File: src/include/mmap_define.svh
// memory map region codes for the top address byte and the sd-card nibble

`ifndef MMAP_DEFINE_SVH
`define MMAP_DEFINE_SVH

// compared against addr[31:24]
`define FLASH_START   8'h00
`define APB_IP_START  8'h10
`define NATV_IP_START 8'h20
`define PSRAM0_START  8'h30
`define PSRAM1_START  8'h40
`define SRAM_START    8'h50

// sd card window is wider, compared against addr[31:28]
`define SPISD_START   4'h8

`endif

File: src/source/bus_pkg.sv
// bus package with nmi request and response structs, region enum and address decode

`default_nettype none

`include "mmap_define.svh"

package bus_pkg;

  localparam int unsigned NMI_AW = 32;
  localparam int unsigned NMI_DW = 32;
  localparam int unsigned NMI_SW = NMI_DW / 8;

  // master to target, held stable from valid until ready
  typedef struct packed {
    logic              valid;
    logic [NMI_AW-1:0] addr;
    logic [NMI_DW-1:0] wdata;
    logic [NMI_SW-1:0] wstrb;
  } nmi_req_t;

  // target to master
  typedef struct packed {
    logic              ready;
    logic [NMI_DW-1:0] rdata;
  } nmi_rsp_t;

  typedef enum logic [1:0] {
    REGION_NATV,
    REGION_APB,
    REGION_SRAM,
    REGION_NONE
  } region_e;

  // psram and sd card live behind the native port
  function automatic region_e decode_region(input logic [NMI_AW-1:0] addr);
    logic [7:0] top;
    region_e    region;
    top = addr[31:24];
    if (top == `NATV_IP_START || top == `PSRAM0_START || top == `PSRAM1_START ||
        addr[31:28] == `SPISD_START) begin
      region = REGION_NATV;
    end else if (top == `FLASH_START || top == `APB_IP_START) begin
      region = REGION_APB;
    end else if (top == `SRAM_START) begin
      region = REGION_SRAM;
    end else begin
      region = REGION_NONE;
    end
    return region;
  endfunction

endpackage

`default_nettype wire

File: src/source/nmi_arbiter.sv
// lock-and-id arbiter between core and dma masters on the nmi bus

`default_nettype none

module nmi_arbiter (
  input  logic              clk_i,
  input  logic              arst_n,
  input  bus_pkg::nmi_req_t core_req,
  output bus_pkg::nmi_rsp_t core_rsp,
  input  bus_pkg::nmi_req_t dma_req,
  output bus_pkg::nmi_rsp_t dma_rsp,
  output bus_pkg::nmi_req_t grant_req,
  input  bus_pkg::nmi_rsp_t grant_rsp
);

  logic lock_d;
  logic lock_q;
  // id 0 is the core, id 1 is the dma
  logic id_d;
  logic id_q;
  bus_pkg::nmi_req_t sel_req;

  // decide only while unlocked, dma has priority
  always_comb begin
    lock_d = lock_q;
    id_d   = id_q;
    if (!lock_q) begin
      if (dma_req.valid) begin
        lock_d = 1'b1;
        id_d   = 1'b1;
      end else if (core_req.valid) begin
        lock_d = 1'b1;
        id_d   = 1'b0;
      end
    end else if (grant_rsp.ready) begin
      // owner completes on this edge
      lock_d = 1'b0;
    end
  end

  always_ff @(posedge clk_i or negedge arst_n) begin
    if (!arst_n) begin
      lock_q <= 1'b0;
      id_q   <= 1'b0;
    end else begin
      lock_q <= lock_d;
      id_q   <= id_d;
    end
  end

  assign sel_req = id_q ? dma_req : core_req;

  // nothing is forwarded before the lock is taken
  always_comb begin
    grant_req       = sel_req;
    grant_req.valid = lock_q && sel_req.valid;
  end

  // response goes back to the owner only
  always_comb begin
    core_rsp = '0;
    dma_rsp  = '0;
    if (lock_q) begin
      if (id_q) begin
        dma_rsp = grant_rsp;
      end else begin
        core_rsp = grant_rsp;
      end
    end
  end

  // owner cannot be swapped in the middle of a transfer
  a_id_stable_while_locked : assert property (
    @(posedge clk_i) disable iff (!arst_n)
    lock_q |=> $stable(id_q)
  );

  // a master that does not own the bus never completes
  a_core_ready_only_granted : assert property (
    @(posedge clk_i) disable iff (!arst_n)
    core_rsp.ready |-> (lock_q && !id_q && core_req.valid)
  );

  a_dma_ready_only_granted : assert property (
    @(posedge clk_i) disable iff (!arst_n)
    dma_rsp.ready |-> (lock_q && id_q && dma_req.valid)
  );

endmodule

`default_nettype wire

File: config.mk
export PLATFORM = sky130hd
export DESIGN_NAME = nmi_arbiter
export DESIGN_NICKNAME = d
export VERILOG_FILES = /design/src/source/bus_pkg.sv /design/src/source/nmi_arbiter.sv
export VERILOG_INCLUDE_DIRS = /design/src /design/src/include
export SDC_FILE = /design/constraint.sdc
export NUM_CORES = 1
export LEC_CHECK = 0
export BUFFER_PORTS_ARGS = -buffer_cell sky130_fd_sc_hd__buf_4
export CORE_AREA = 4 4 117 119
export CTS_CLUSTER_SIZE = 12
export DETAILED_ROUTE_END_ITERATION = 7
export DIE_AREA = 0 0 121 123
export SKIP_CTS_REPAIR_TIMING = 1
export SLEW_MARGIN = 20
export SYNTH_ARGS = -nofsm -noshare
export SYNTH_HDL_FRONTEND = slang
export SYNTH_SLANG_ARGS = --single-unit
File: constraint.sdc
create_clock -name clk_i -period 1.2 [get_ports clk_i]
set_input_delay 0.06 -clock clk_i [delete_from_list [all_inputs] [get_ports clk_i]]
set_output_delay 0.06 -clock clk_i [all_outputs]
set_load 0.03 [all_outputs]
# Yosys cells after proc, flatten, opt, wreduce, memory -nomap -nowiden
# Cells that the tools add are included.
# word_totals
reg_bits	2
inputBits	173
out_inout_bits	135
wordCells	17
# classes
reduce_logical	3
n_mux	11
bitwise	1
# op_table
cell	n
$mux W33	4
$mux W69	1
$mux W1	6
$reduce_and A2 Y1	1
$reduce_bool A2 Y1	1
$logic_and A1 B1 Y1	1
$not A1 Y1	1

# Logic depth before layout (Yosys ltp)
# logic_depth
depth_word	3
mapped_depth	4
depth_no_buf	2

# Worst setup path before layout
# Ideal clock, no wire load.
# synth_timing
path_type	register -> output
start	reg id_q
end	out grant_req[68] (netlist name)
slack_ps	-98
path_stages_with_launch	5
arrival_ps	1238
required_ps	1140
path_buffers	2
path_cell_list	dfrtp_1 -> buf_2 -> buf_4 -> mux2i_1 -> nor2_1
# synth_rtl
element	line	source
from (decl)	nmi_arbiter.sv:20	logic id_q;
from (signal assigned)	nmi_arbiter.sv:47	id_q <= id_d;
to (decl)	nmi_arbiter.sv:12	output bus_pkg::nmi_req_t grant_req,

==> impl_metrics.yaml <==
outcome:
  outcome: "complete, but fails checks"
  violations: "negative setup slack"
power_and_ir_drop:
  p_leak_nw: 2.304
  vdd_ir_drop_max_v: 0.0006085
  powerDensity_mw_per_mm2: 1133
setup_path:
  r2r_start: "id_q$_DFFE_PN0P_"
  worst-endpoint-required_ns: 1.14
  crit_type: "register to primary output"
  endpoint_kind: "primary output"
  r2r_end: "id_q$_DFFE_PN0P_"
  arrival_ns: 1.50
  rrSetupSlack_ns: 0.08
  critPathLaunchType: "register"
  critical_path.max_fanout: 27
  rr_worst_depth: 2
die:
  die_x_um: 121
  rows: 41
  ios: 308
  start_util_pct: 10.86
  core_area_mm2: 0.01257
  die_h_um: 123
  fp.dieArea_mm2: 0.01488
timing:
  hold_viol: 0
  slew_headroom_pct: 85.10
  tns_ns: -38.12
  layout_setup_ws_ns: -0.3571
  max_freq_mhz: 642.2
  layout_min_cycle_time_ns: 1.557
  slew_violations: 0
  setup_viol: 135
  rsz0062_at_grt: "true"
  hold_ws_ns: 0.04584
  worstMarginPinSlew_ns: 0.2218
  period_share_pct: 129.8
  clock-skew-final_ns: 0.002039
cts:
  root_buffer: "clkbuf_16"
  clk_latency_ns: 0.22
  cts.htree.levels: 1
  clk_pin_slew_ns: 0.03
  cts_sinks: 2
  cts_buffers: 3
  cts_buffer_depth: 2
  cts_tree: "done"
finish:
  fill_cells: 1304
  layout-drive-gt1-share_pct: 90.97
  synthToLayoutAreaGrowth_pct: 217.2
  final_util_pct: 34.46
  n_antenna_cell: 0
  num-nets-final: 639
drt:
  drtIter0Drc: 33
  vias_per_cell: 3.939
  drcViolationCount: 0
  wirelength_mm: 10.52
  ant_nets: 0
  post_drt_wl_per_cell_um: 16.52
  first_pass_iters: 4
  vias: 2509
global_route:
  grt_pass1_vias: 2676
  grt_max_degree: 54
  grt.overflow.total: 0
  grt.total_usage_pct: 11.44
  grt_pass1_wl_mm: 13.54
  antenna_found_initial: 0
hold_path:
  hold_start: "grant_rsp[32]"
  hold_depth: 2
  min_path_type: "input pin to register"
  hold_end: "lock_q$_DFF_PN0_"
synth:
  syn_area_mm2: 0.001365
  synth_cell_types: 15
  yosys_warnings: 0
  synthCells: 162
  synth.ff_latch_count: 2
  synth_seq_area_share_pct: 3.666
  avgSynthCellArea_um2: 8.426
  synth_nets: 335
place:
  portBuffers: 307
  hpwl_mm: 8.723
  gp_congestion: 0.7835
run:
  cap_viol_max_count: 0
-- metrics by stage --
step | setup slack, ns | instances | instance area [µm²] | power, W
floorplan | -0.01301 | 162 | 1405 | 0.002425
global placement | -0.1230 | 630 | 3919 | 0.003989
detailed placement | -0.1310 | 630 | 3919 | 0.004021
CTS | -0.3615 | 634 | 3998 | 0.004552
global route | -0.4020 | 637 | 4330 | 0.005134
finish | -0.3571 | 637 | 4330 | 0.004908
-- cells by family after synthesis --
logic type / Yosys count / share of synthesized area (%)
AOI/OAI and AO/OA: 2 / 1.008
DFF: 2 / 3.667
buffers and inverters: 19 / 6.691
muxes: 69 / 56.83
and+or+nand+nor: 70 / 31.81
-- layout make-up --
class                           count  area [µm²]  share of cell area, %
Tap cell                          172       215.2                  4.970
Timing Repair Buffer              317        2690                  62.12
Multi-Input combinational cell    141        1289                  29.76
Clock buffer                        4       78.83                  1.820
Sequential cell                     2       53.80                  1.242
Inverter                            1       3.754                0.08668
-- how the worst max path moves through the flow --
stage / from / end / slack [ns] / depth (start not counted)
after detailed placement: id_q$_DFFE_PN0P_ / grant_req[48] / -0.13 / 3
after floorplan: id_q$_DFFE_PN0P_ / grant_req[33] / -0.01 / 3
final: id_q$_DFFE_PN0P_ / grant_req[33] / -0.36 / 3
after CTS: id_q$_DFFE_PN0P_ / grant_req[33] / -0.36 / 3
after global placement: id_q$_DFFE_PN0P_ / core_rsp[23] / -0.12 / 4
after global routing: id_q$_DFFE_PN0P_ / core_rsp[28] / -0.40 / 4
-- placed cells by master, fill, tap and decap left out --
cell,n
mux2_4,2
dlygate4sd3_1,1
inv_1,1
nor3_1,1
nand2b_1,1
and2_1,3
dfrtp_4,1
buf_16,1
nor2b_2,1
a21oi_1,1
and3_1,30
a22o_1,1
dfrtp_1,1
mux2_2,66
mux2i_1,1
buf_12,1
and2_2,30
clkbuf_1,1
nor2_2,1
buf_6,64
and3_4,3
clkbuf_16,5
buf_4,248
-- routing by layer --
layer | GRT usage (%) | up-vias | share of wire, %
met5 | 0 | - | 0
met4 | 2.550 | 0 | 1.4
met2 | 22.86 | 179 | 55
met3 | 3.980 | 12 | 12
li1 | - | 1181 | -
met1 | 11.24 | 1137 | 32
-- registers in the layout (all words and copies together) (netlist names) --
name / cells
id_q: 1
lock_q: 1
-- power by group --
| part | internal [W] | switching, W |
|---|---|---|
| Combinational | 0.00204 | 0.00223 |
| Clock | 0.000438 | 0.0000840 |
| Sequential | 0.0000840 | 0.0000338 |
| Total | 0.00256 | 0.00235 |
-- synthesized netlist by cell type --
| master | n | area, µm² |
|---|---|---|
| clkbuf_1 | 10 | 37.54 |
| and2_1 | 33 | 206.5 |
| and3_1 | 33 | 206.5 |
| mux2i_1 | 1 | 10.01 |
| inv_1 | 1 | 3.750 |
| buf_4 | 4 | 30.03 |
| nand2b_1 | 1 | 6.260 |
| a22o_1 | 1 | 8.760 |
| dfrtp_1 | 2 | 50.05 |
| mux2_2 | 68 | 765.7 |
| buf_2 | 4 | 20.02 |
| nor2_1 | 1 | 3.750 |
| nor3_1 | 1 | 5.000 |
| a21oi_1 | 1 | 5.000 |
| nor2b_1 | 1 | 6.260 |
-- critical path, cell delays in order, from the launching register on --
cell and delay, ns:
dfrtp_4 0.51, buf_16 0.20, mux2_2 0.36, buf_4 0.17
Note: power is estimated with default switching activity, not from simulation.
