===== src/include/mmap_define.svh =====
// memory map region codes for the top address byte and the sd-card nibble

`ifndef MMAP_DEFINE_SVH
`define MMAP_DEFINE_SVH

// compared against addr[31:24]
`define FLASH_START   8'h00
`define APB_IP_START  8'h10
`define NATV_IP_START 8'h20
`define PSRAM0_START  8'h30
`define PSRAM1_START  8'h40
`define SRAM_START    8'h50

// sd card window is wider, compared against addr[31:28]
`define SPISD_START   4'h8

`endif


===== src/source/bus_pkg.sv =====
// bus package with nmi request and response structs, region enum and address decode

`default_nettype none

`include "mmap_define.svh"

package bus_pkg;

  localparam int unsigned NMI_AW = 32;
  localparam int unsigned NMI_DW = 32;
  localparam int unsigned NMI_SW = NMI_DW / 8;

  // master to target, held stable from valid until ready
  typedef struct packed {
    logic              valid;
    logic [NMI_AW-1:0] addr;
    logic [NMI_DW-1:0] wdata;
    logic [NMI_SW-1:0] wstrb;
  } nmi_req_t;

  // target to master
  typedef struct packed {
    logic              ready;
    logic [NMI_DW-1:0] rdata;
  } nmi_rsp_t;

  typedef enum logic [1:0] {
    REGION_NATV,
    REGION_APB,
    REGION_SRAM,
    REGION_NONE
  } region_e;

  // psram and sd card live behind the native port
  function automatic region_e decode_region(input logic [NMI_AW-1:0] addr);
    logic [7:0] top;
    region_e    region;
    top = addr[31:24];
    if (top == `NATV_IP_START || top == `PSRAM0_START || top == `PSRAM1_START ||
        addr[31:28] == `SPISD_START) begin
      region = REGION_NATV;
    end else if (top == `FLASH_START || top == `APB_IP_START) begin
      region = REGION_APB;
    end else if (top == `SRAM_START) begin
      region = REGION_SRAM;
    end else begin
      region = REGION_NONE;
    end
    return region;
  endfunction

endpackage

`default_nettype wire


===== src/source/nmi_addr_decoder.sv =====
// address decoder routing the granted request to native, apb or sram targets

`default_nettype none

module nmi_addr_decoder (
  input  logic              clk_i,
  input  logic              arst_n,
  input  bus_pkg::nmi_req_t grant_req,
  output bus_pkg::nmi_rsp_t grant_rsp,
  output bus_pkg::nmi_req_t natv_req,
  input  bus_pkg::nmi_rsp_t natv_rsp,
  output bus_pkg::nmi_req_t apb_req,
  input  bus_pkg::nmi_rsp_t apb_rsp,
  output bus_pkg::nmi_req_t sram_req,
  input  bus_pkg::nmi_rsp_t sram_rsp
);

  bus_pkg::region_e region;
  logic natv_hit;
  logic apb_hit;
  logic sram_hit;
  logic none_hit;
  // answers requests that match no region
  logic none_ready_q;

  assign region = bus_pkg::decode_region(grant_req.addr);

  assign natv_hit = grant_req.valid && (region == bus_pkg::REGION_NATV);
  assign apb_hit  = grant_req.valid && (region == bus_pkg::REGION_APB);
  assign sram_hit = grant_req.valid && (region == bus_pkg::REGION_SRAM);
  assign none_hit = grant_req.valid && (region == bus_pkg::REGION_NONE);

  // payload fans out to every target, valid only to the selected one
  always_comb begin
    natv_req       = grant_req;
    natv_req.valid = natv_hit;
  end

  always_comb begin
    apb_req       = grant_req;
    apb_req.valid = apb_hit;
  end

  always_comb begin
    sram_req       = grant_req;
    sram_req.valid = sram_hit;
  end

  // one pulse, one cycle after valid, same timing as the sram
  always_ff @(posedge clk_i or negedge arst_n) begin
    if (!arst_n) begin
      none_ready_q <= 1'b0;
    end else begin
      none_ready_q <= none_hit && !none_ready_q;
    end
  end

  // ready counts only from the target whose valid is up
  always_comb begin
    grant_rsp = '0;
    if (natv_hit && natv_rsp.ready) begin
      grant_rsp = natv_rsp;
    end else if (apb_hit && apb_rsp.ready) begin
      grant_rsp = apb_rsp;
    end else if (sram_hit && sram_rsp.ready) begin
      grant_rsp = sram_rsp;
    end else if (none_hit && none_ready_q) begin
      // unmapped reads return zero
      grant_rsp.ready = 1'b1;
    end
  end

  a_one_target_valid : assert property (
    @(posedge clk_i) disable iff (!arst_n)
    $onehot0({natv_req.valid, apb_req.valid, sram_req.valid})
  );

  // the unmapped answer must not overlap a real target
  a_none_ready_isolated : assert property (
    @(posedge clk_i) disable iff (!arst_n)
    none_ready_q |-> !(natv_req.valid || apb_req.valid || sram_req.valid)
  );

endmodule

`default_nettype wire


===== config.mk =====
export PLATFORM = sky130hd
export DESIGN_NAME = nmi_addr_decoder
export DESIGN_NICKNAME = d
export VERILOG_FILES = /design/src/source/bus_pkg.sv /design/src/source/nmi_addr_decoder.sv
export VERILOG_INCLUDE_DIRS = /design/src /design/src/include
export SDC_FILE = /design/constraint.sdc
export NUM_CORES = 1
export LEC_CHECK = 0
export ABC_AREA = 1
export BUFFER_PORTS_ARGS = -buffer_cell sky130_fd_sc_hd__buf_2
export CORE_AREA = 2 2 158 160
export DETAILED_ROUTE_END_ITERATION = 7
export DIE_AREA = 0 0 160 162
export PLACE_DENSITY = 0.35
export SYNTH_ARGS = -nofsm -noshare
export SYNTH_HDL_FRONTEND = slang
export SYNTH_SLANG_ARGS = --single-unit

===== constraint.sdc =====
create_clock -name clk_i -period 2.85 [get_ports clk_i]
set_clock_uncertainty 0.15 [all_clocks]
set_input_delay 0 -clock clk_i [delete_from_list [all_inputs] [get_ports clk_i]]
set_output_delay 0 -clock clk_i [all_outputs]
set_load 0.02 [all_outputs]

== After elaboration in Yosys (flattened, before gate mapping) ==
Cells that the tools add are included.
Storage, ports and cells
  bits in registers: 1
  input bits: 170
  output and inout port bits: 240
  word-level logic and storage cells: 34
Operators by class
  eq/ne operators: 9
  multiplexer cells: 8
  reductions and logical operators: 16
Operators with widths (count)
  2-to-1 mux 33 bit: 2
  2-to-1 mux 32 bit: 1
  == test 8 x 6 -> 1 bit (second input constant): 2
  == test 8 x 7 -> 1 bit (second input constant): 2
  logical AND 1 bit: 9
  == test 8 x 5 -> 1 bit (second input constant): 1
  logical NOT 8 bit: 1
  == test 2 bit (second input constant): 2
  == test 4 bit (second input constant): 1
  logical OR 1 bit: 4
  2-to-1 mux 2 bit: 2
  2-to-1 mux 1 bit: 3
  == test 2 x 1 -> 1 bit (second input constant): 1
  logical NOT 2 bit: 1
  logical NOT 1 bit: 1

== Depth between registers and ports, before layout ==
Gate-level depths: netlist of the first run.
  depth after elaboration: 12
  mapped depth: 10
  mapped depth without buffers: 10

== Worst setup path before layout of the first run ==
OpenSTA, ideal clock, no wires.
  path kind: in2out
  start: in grant_req[60] in the netlist's numbering
  end: out grant_rsp[21] in the netlist's numbering
  arrival time: 0.972 ns
  data required time: 2.700 ns
  setup slack: 1.728 ns
  stages: 8
  path buffers: 1
  cells stage by stage: inv_1 nand2_2 nor2_4 nand2_2 nor3_4 buf_6 nand3_1 nand3_1
RTL lines
  start, declared: RTL line nmi_addr_decoder.sv:8  | input bus_pkg::nmi_req_t grant_req,
  end, declared: RTL line nmi_addr_decoder.sv:9  | output bus_pkg::nmi_rsp_t grant_rsp,

==> impl_metrics.toml, run 1 <==
[yosys]
synth_top_cell_by_area = "buf_4"
netlist_area_um2 = 2640
synth_edf_count = 0
seq_area_frac_synth_pct = 0.948
yosysMostFrequentCell = "buf_4"
synth.area.top_cells = "buf_4 59%, nand3_1 19%, nand4_1 7.6%"
synth.top_cell.area_share_pct = 59.2
async_flop_share_pct = 100
synth.avg_cell_area_um2 = 6.58
synth_common_cells = "208 x buf_4, 99 x nand3_1, 32 x nand4_1, 9 x clkbuf_1, 9 x inv_1"
netlist_instances = 401
syn_nets = 571
synth_cell_types = 19
synth_ff_type = "dfrtp_1"
ys_ff_latch = 1
ys_warn_count = 0

[finish]
syn_to_final_growth_pct = 7.78
n_antenna_cell = 0
fin_cells = 729
regArea_um2 = 25.0
fillers = 2871
multi_input_area_um2 = 875
top_regs = "none_ready_q (1)"
top_register = "none_ready_q"
drive_gt1_share_pct = 46.4
nets = 577
largest_register_ffs = 1

[clocking]
cts_setup_buffers = 0
ctsHoldBuffers = 61
worstSkewPairLatency_ns = 0
cts_resized = 0

[job]
cap_violations = 0

[power]
peakVddDrop_v = 0.0000584
total_power_uw = 495
powerDensity_nw_per_um2 = 174
p_leak_nw = 1.37

[floorplan]
die_x_um = 160
start_util_pct = 10.9
die_area_um2 = 25900
ios = 410
core-area_um2 = 24100
num_rows = 57
die_h_um = 162

[hold_path]
worstHoldStart = "grant_req[63]"
hold_path_class = "in2out"

[grt]
grt_pass1_vias = 2490
overflow = 0
grt_usage_pct = 6.95
grt_pass1_wl_um = 14100
antenna_found_initial = 0
grt_start_max_net_pins = 36

[place]
port_buffers = 169
dp_hpwl_um = 7670
place_inst = 668
finalWeightedCongestion = 0.677

[outcome]
status = "finished, final reports clean"

[setup_path]
cp-end-kind = "output port"
crit_path_max_incr_delay_ns = 0.40
crit_type = "in2out"
critPathSlowestCell = "nor2_4"
cp_cell_sequence = "buf_2 > inv_1 > nor2_2 > nand3_1 > nor2_4 > buf_4 > nand4_1 > nand3_1 > buf_2"
crit_fanout = 20
startpoint_type = "primary input"
cp-startpoint = "grant_req[66]"
crit_required_ns = 2.70
r2r_start = "none_ready_q$_DFF_PN0_"
critical_path_arrival_ns = 1.68
crit_family = "simple AND/OR/NAND/NOR gates"
cp_num_buf_inv = 4

[routing]
vias_per_cell = 3.43
via_count = 2501
antenna_left = 0
drcViolationCount = 0
wire_per_inst_um = 14.2
dr.first_iter.drc_count = 103
routed_wl_um = 10300
drt_first_pass_iters = 4

[timing]
rsz0062_at_grt = "false"
max_slew.worst_pin.slew_ns = 0.849
finalHoldViolations = 0
slew-limit-headroom_pct = 43.4
tns_ns = 0
setup_violations = 0
period_minus_slack_ns = 1.83
fin_crit_sh_pct = 64.2
slew_viol_final = 0
whs_ns = 0.111
clock.fmax_mhz = 546
[per-stage QoR]
step	setup slack, ns	area, um2	util [%]
floorplan	1.73	2640	-
global placement	0.995	2230	9.27
detailed placement	0.983	2230	9.27
CTS	0.977	2840	11.8
global route	0.832	2840	11.8
finish	1.02	2840	11.8
[power breakdown]
| part | switching [mW] | total, mW | internal (mW) | leakage (nW) |
|---|---|---|---|---|
| combinational | 0.345 | 0.479 | 0.134 | 1.36 |
| clock | 0 | 0 | 0 | 0 |
| sequential | 0.000739 | 0.0164 | 0.0157 | 0.0126 |
| total | 0.346 | 0.495 | 0.149 | 1.37 |
[worst paths after layout]
| check | depth (start not counted) | slack, ns | endpoint |
|---|---|---|---|
| setup / recovery | 9 | 1.02 | grant_rsp[26] |
| hold / removal | 2 | 0.11 | natv_req[63] |
| setup reg to reg | 1 | 2.17 | none_ready_q$_DFF_PN0_ |
| hold reg to reg | 1 | 0.28 | none_ready_q$_DFF_PN0_ |
| max in group asynchronous | 2 | 2.28 | none_ready_q$_DFF_PN0_ |
| min in group asynchronous | 2 | 0.17 | none_ready_q$_DFF_PN0_ |
[layout make-up]
| cell class | instances | area share, % |
|---|---|---|
| Multi-Input combinational cell | 158 | 30.8 |
| Tap cell | 324 | 14.3 |
| Inverter | 10 | 1.32 |
| Timing Repair Buffer | 236 | 52.8 |
| Sequential cell | 1 | 0.880 |
[routing by layer]
layer | GRT usage, % | share of wire, % | vias to the layer above
met5 | 0 | 0 | -
met4 | 1.11 | 1.7 | 0
met3 | 0.511 | 7.6 | 11
met2 | 14.0 | 52 | 218
met1 | 8.03 | 38 | 1129
li1 | - | - | 1143
[layout by cell type (no fill, tap or decap)]
| cell type | instances |
|---|---|
| a21oi_4 | 1 |
| inv_1 | 9 |
| buf_2 | 169 |
| dfrtp_1 | 1 |
| inv_2 | 1 |
| nand2_2 | 3 |
| nand4_1 | 32 |
| nor2_4 | 2 |
| nor3_4 | 1 |
| buf_4 | 6 |
| nor2_1 | 6 |
| dlygate4sd3_1 | 61 |
| nor2_2 | 1 |
| nand2_1 | 8 |
| nand3_2 | 4 |
| nor4_1 | 1 |
| nand3_1 | 99 |
[cells by family (layout without fill, tap and decap cells)]
family,count (synthesis),after routing,share of synthesized area [%]
compound gates,1,1,0.617
flops,1,1,0.948
buf+inv,242,246,65.9
simple gates,157,157,32.5
(Power assumes the default switching activity.)
==> inputs of run 2 (changes only) <==
Settings changed: PLACE_DENSITY 0.35 to 0.36.
Clock period 2.85 ns to 1.6 ns, I/O delays scaled along.
==> run 2 against run 1 <==
Compared with the run above: utilization is 2.3 points higher; critical path depth is 3 higher; wire length is 16% higher; sequential share of layout area is 0.14 points lower; final cell count is 2.5% higher; die area stayed put; sequential cell count stayed put; cell area is 19% higher; worst hold slack better by 0.0093 ns; first-iteration DRC count is 9.7% lower; setup slack worse by 0.93 ns; combinational power is 89% higher; critical path type unchanged; largest cell class unchanged; largest power group unchanged.
==> impl_metrics.toml, run 2 (same netlist as run 1, synthesis figures left out) <==
[setup_path]
crit_type = "in2out"
endpoint = "grant_rsp[7]"
rrSetupSlack_ns = 0.89
cp-startpoint = "grant_req[63]"
r2r_start = "none_ready_q$_DFF_PN0_"
reg2regPathDepth = 1
crit_required_ns = 1.45
crit_fanout = 6
r2r-end = "none_ready_q$_DFF_PN0_"
critical_path_arrival_ns = 1.36
startpoint_type = "primary input"
cp-end-kind = "output port"

[place]
dp_hpwl_um = 8200
place_area_um2 = 2390
place_ws_ns = 0.0554
port_buffers = 169
finalWeightedCongestion = 0.690

[grt]
grt_pass1_wl_um = 14400
grt_usage_pct = 7.24
antenna_found_initial = 2
overflow = 0
grt_start_max_net_pins = 36
grt_pass1_vias = 2445

[finish]
fillers = 2823
regArea_um2 = 25.0
syn_to_final_growth_pct = 28.5
final_common_cell = "buf_2"
largest_register_ffs = 1
multi_input_area_um2 = 965
final_cell_mix = "142 x buf_2, 82 x nand3_1, 61 x dlygate4sd3_1, 32 x nand4_1, 21 x nand3_2"
finalInstanceArea_um2 = 3390
top_register = "none_ready_q"
nets = 594
top_regs = "none_ready_q (1)"
drive_gt1_share_pct = 53.3

[hold_path]
hold_path_class = "in2out"
hold_depth = 2

[timing]
slew_viol_final = 0
max_slew.worst_pin.slew_ns = 0.676
rsz0062_at_grt = "true"
clock.fmax_mhz = 661
whs_ns = 0.120
tns_ns = 0
setup_violations = 0
fin_ws_ns = 0.0874
fin_crit_sh_pct = 94.5
finalHoldViolations = 0
period_minus_slack_ns = 1.51
slew-limit-headroom_pct = 54.8

[routing]
dr.first_iter.drc_count = 93
drt_first_pass_iters = 6
drcViolationCount = 0
vias_per_cell = 3.55
antenna_left = 0
via_count = 2650
routed_wl_um = 12000
wire_per_inst_um = 16.1

[floorplan]
num_rows = 57
die_area_um2 = 25900
core-area_um2 = 24100
die_h_um = 162
ios = 410
start_util_pct = 10.9
die_x_um = 160

[outcome]
status = "finished, final reports clean"

[power]
peakVddDrop_v = 0.000107
powerDensity_nw_per_um2 = 276
p_leak_nw = 1.63

[clocking]
worstSkewPairLatency_ns = 0

[job]
cap_violations = 0
[run 2: cell count changes in the layout (fill, tap and decap cells not counted)]
cell / change
nand2_1: -1
buf_12: +10
inv_1: -1
nor2_2: +1
buf_6: +17
clkbuf_16: +4
nand3_1: -17
buf_4: +13
diode_2: +1
buf_2: -27
nand2_2: +1
nor2_1: -1
inv_2: +1
nand3_2: +17
[run 2: how the worst min path moves through the flow]
stage          slack [ns]     startpoint                     end
2_1_floorplan       -0.45         arst_n  none_ready_q$_DFF_PN0_
3_3_place_gp        -0.37         arst_n  none_ready_q$_DFF_PN0_
3_5_place_dp        -0.36         arst_n  none_ready_q$_DFF_PN0_
4_1_cts              0.12  grant_req[63]            natv_req[63]
5_1_grt              0.13  grant_req[63]            natv_req[63]
6_report             0.12  grant_req[63]            natv_req[63]
[run 2: critical path: stages]
cell and delay, ns:
buf_2 0.12, inv_1 0.06, nand2_2 0.06, nor2_4 0.16, buf_6 0.11, nand2_2 0.06
a21oi_4 0.16, buf_12 0.16, clkbuf_16 0.16, nand3_1 0.07, nand3_1 0.09, buf_4 0.14
[run 2: where the power goes]
group / total [mW] / switching [mW] / internal, mW
combinational: 0.907 / 0.629 / 0.279
clock: 0.0000000836 / 0 / 0.0000000836
sequential: 0.0296 / 0.00169 / 0.0279
[run 2: routing by layer]
metal  vias up  track usage (%)  routed length, um
met5         -                0                 13
met4         2            0.328                 82
met3        10             1.28                910
met2       220             14.9               6530
met1      1237             8.05               4500
li1       1181                -                  -
[run 2: layout make-up]
class	count	share of cell area, %
sequential	1	0.738
inverter	10	1.11
timing repair buffer	253	57.7
multi-input combinational	158	28.5
tap	324	12.0
antenna	1	0.0738
[run 2: timing repair]
item | CTS | global route
hold buffers | 61 | 0
endpoints found under the hold margin | 181 | 0
gates resized for setup | 0 | 66
buffers inserted | 0 | 7
endpoints found under the setup margin | 0 | 3
[run 2: per-stage QoR]
step                      std cells  utilization [%]  power (mW)
after floorplan                 401                -       0.877
after global placement          674             9.92       0.423
after detailed placement        674             9.92       0.421
after CTS                       735             12.5       0.914
after global routing            746             14.1       0.991
final                           747             14.1       0.937
==> inputs of run 3 (changes only) <==
Settings changed: SETUP_SLACK_MARGIN set to 0.3.
==> run 3 against run 2 <==
Compared with the run above: cell area rose by 18%; register-to-register slack barely moved; power rose by 6.9%; largest power group unchanged.
==> impl_metrics.toml, run 3 (same netlist as run 1, synthesis figures left out) <==
[outcome]
status = "finished, final reports clean"

[timing]
rsz0062_at_grt = "true"
period_minus_slack_ns = 1.50
fin_crit_sh_pct = 93.5
finalHoldViolations = 0
clock.fmax_mhz = 668
slew-limit-headroom_pct = 54.6
tns_ns = 0
setup_violations = 0
max_slew.worst_pin.slew_ns = 0.679
slew_viol_final = 0

[setup_path]
cp-end-kind = "output port"
rrSetupSlack_ns = 0.88
critical_path_arrival_ns = 1.35
startpoint_type = "primary input"
crit_path_max_incr_delay_ns = 0.16
critPathSlowestCell = "a21oi_4"
crit_required_ns = 1.45
crit_fanout = 5
r2r-end = "none_ready_q$_DFF_PN0_"
cp_num_buf_inv = 7
crit_type = "in2out"
r2r_start = "none_ready_q$_DFF_PN0_"
reg2regPathDepth = 1
crit_family = "buffers and inverters"
cp_cell_sequence = "buf_8 > inv_4 > nand2_4 > nor2_4 > buf_6 > nand2_4 > a21oi_4 > buf_12 > buf_12 > buf_16 > nand3_2 > nand3_2 > buf_6"

[finish]
drive_gt1_share_pct = 63.7
final_common_cell = "buf_2"
fin_util_pct = 16.7
top_register = "none_ready_q"
nets = 607
largest_register_ffs = 1
top_regs = "none_ready_q (1)"
final_cell_mix = "129 x buf_2, 61 x dlygate4sd3_1, 50 x nand3_2, 50 x nand3_1, 40 x buf_6"
syn_to_final_growth_pct = 52.1
fin_cells = 760
finalInstanceArea_um2 = 4010

[routing]
via_count = 2745
antenna_left = 0
drcViolationCount = 0
wire_per_inst_um = 17.1
vias_per_cell = 3.61
routed_wl_um = 13000
dr.first_iter.drc_count = 92
drt_first_pass_iters = 4

[floorplan]
start_util_pct = 10.9
num_rows = 57
ios = 410
core-area_um2 = 24100
die_h_um = 162
die_area_um2 = 25900
die_x_um = 160

[grt]
antenna_found_initial = 2
overflow = 0
grt_pass1_wl_um = 16700
grt_start_max_net_pins = 36
grt_usage_pct = 8.54
grt_pass1_vias = 2696

[place]
port_buffers = 169
place_area_um2 = 2390
place_inst = 674
finalWeightedCongestion = 0.690
dp_hpwl_um = 8200

[job]
cap_violations = 0

[hold_path]
hold_end = "natv_req[63]"
worstHoldStart = "grant_req[63]"
hold_path_class = "in2out"
hold_depth = 2

[power]
peakVddDrop_v = 0.000132
p_leak_nw = 1.87
powerDensity_nw_per_um2 = 249

[clocking]
worstSkewPairLatency_ns = 0
[run 3: area by class of cell]
cell class                      instances  area, um2
Fill cell                            2779      20100
Timing Repair Buffer                  266       2350
Sequential cell                         1       25.0
Antenna cell                            1       2.50
Multi-Input combinational cell        158       1180
Tap cell                              324        405
Inverter                               10       42.5
[run 3: per-layer routing]
metal  part of all wire (%)  track usage (%)
met1                     37             9.88
met2                     54             17.1
met3                    7.8             1.30
met4                   0.96            0.573
met5                   0.10                0
[run 3: metrics by stage]
| step | power, mW | worst slack, ns | hold WS [ns] |
|---|---|---|---|
| floorplan | 0.877 | 0.478 | -0.446 |
| global placement | 0.423 | 0.0380 | -0.366 |
| global route | 1.06 | -0.00659 | 0.0885 |
| finish | 1.00 | 0.104 | 0.0788 |
| detailed placement | 0.421 | 0.0554 | -0.363 |
| CTS | 0.980 | 0.0691 | 0.0820 |
[run 3: power breakdown]
part	total, mW	switching [mW]	leakage [nW]	internal, mW
clock	0.0000000836	0	0.00000634	0.0000000836
sequential	0.0297	0.00176	0.0126	0.0279
combinational	0.972	0.657	1.86	0.315
total	1.00	0.659	1.87	0.342
[run 3: worst max path at each step]
stage	from	to	depth (start not counted)	slack, ns
3_5_place_dp	grant_req[60]	grant_rsp[12]	10	0.06
6_report	grant_req[61]	grant_rsp[7]	13	0.10
3_3_place_gp	grant_req[60]	grant_rsp[12]	10	0.04
4_1_cts	grant_req[62]	grant_rsp[0]	12	0.07
2_1_floorplan	grant_req[60]	grant_rsp[21]	8	0.48
5_1_grt	grant_req[61]	grant_rsp[16]	13	-0.007
[run 3: what timing repair did]
action                     CTS  global route
hold endpoints to repair   181             0
pin swaps                   20            29
gates cloned                 7             2
setup endpoints to repair   33            37
hold buffers                61             0
buffers inserted            11             4
resized for setup           94            66
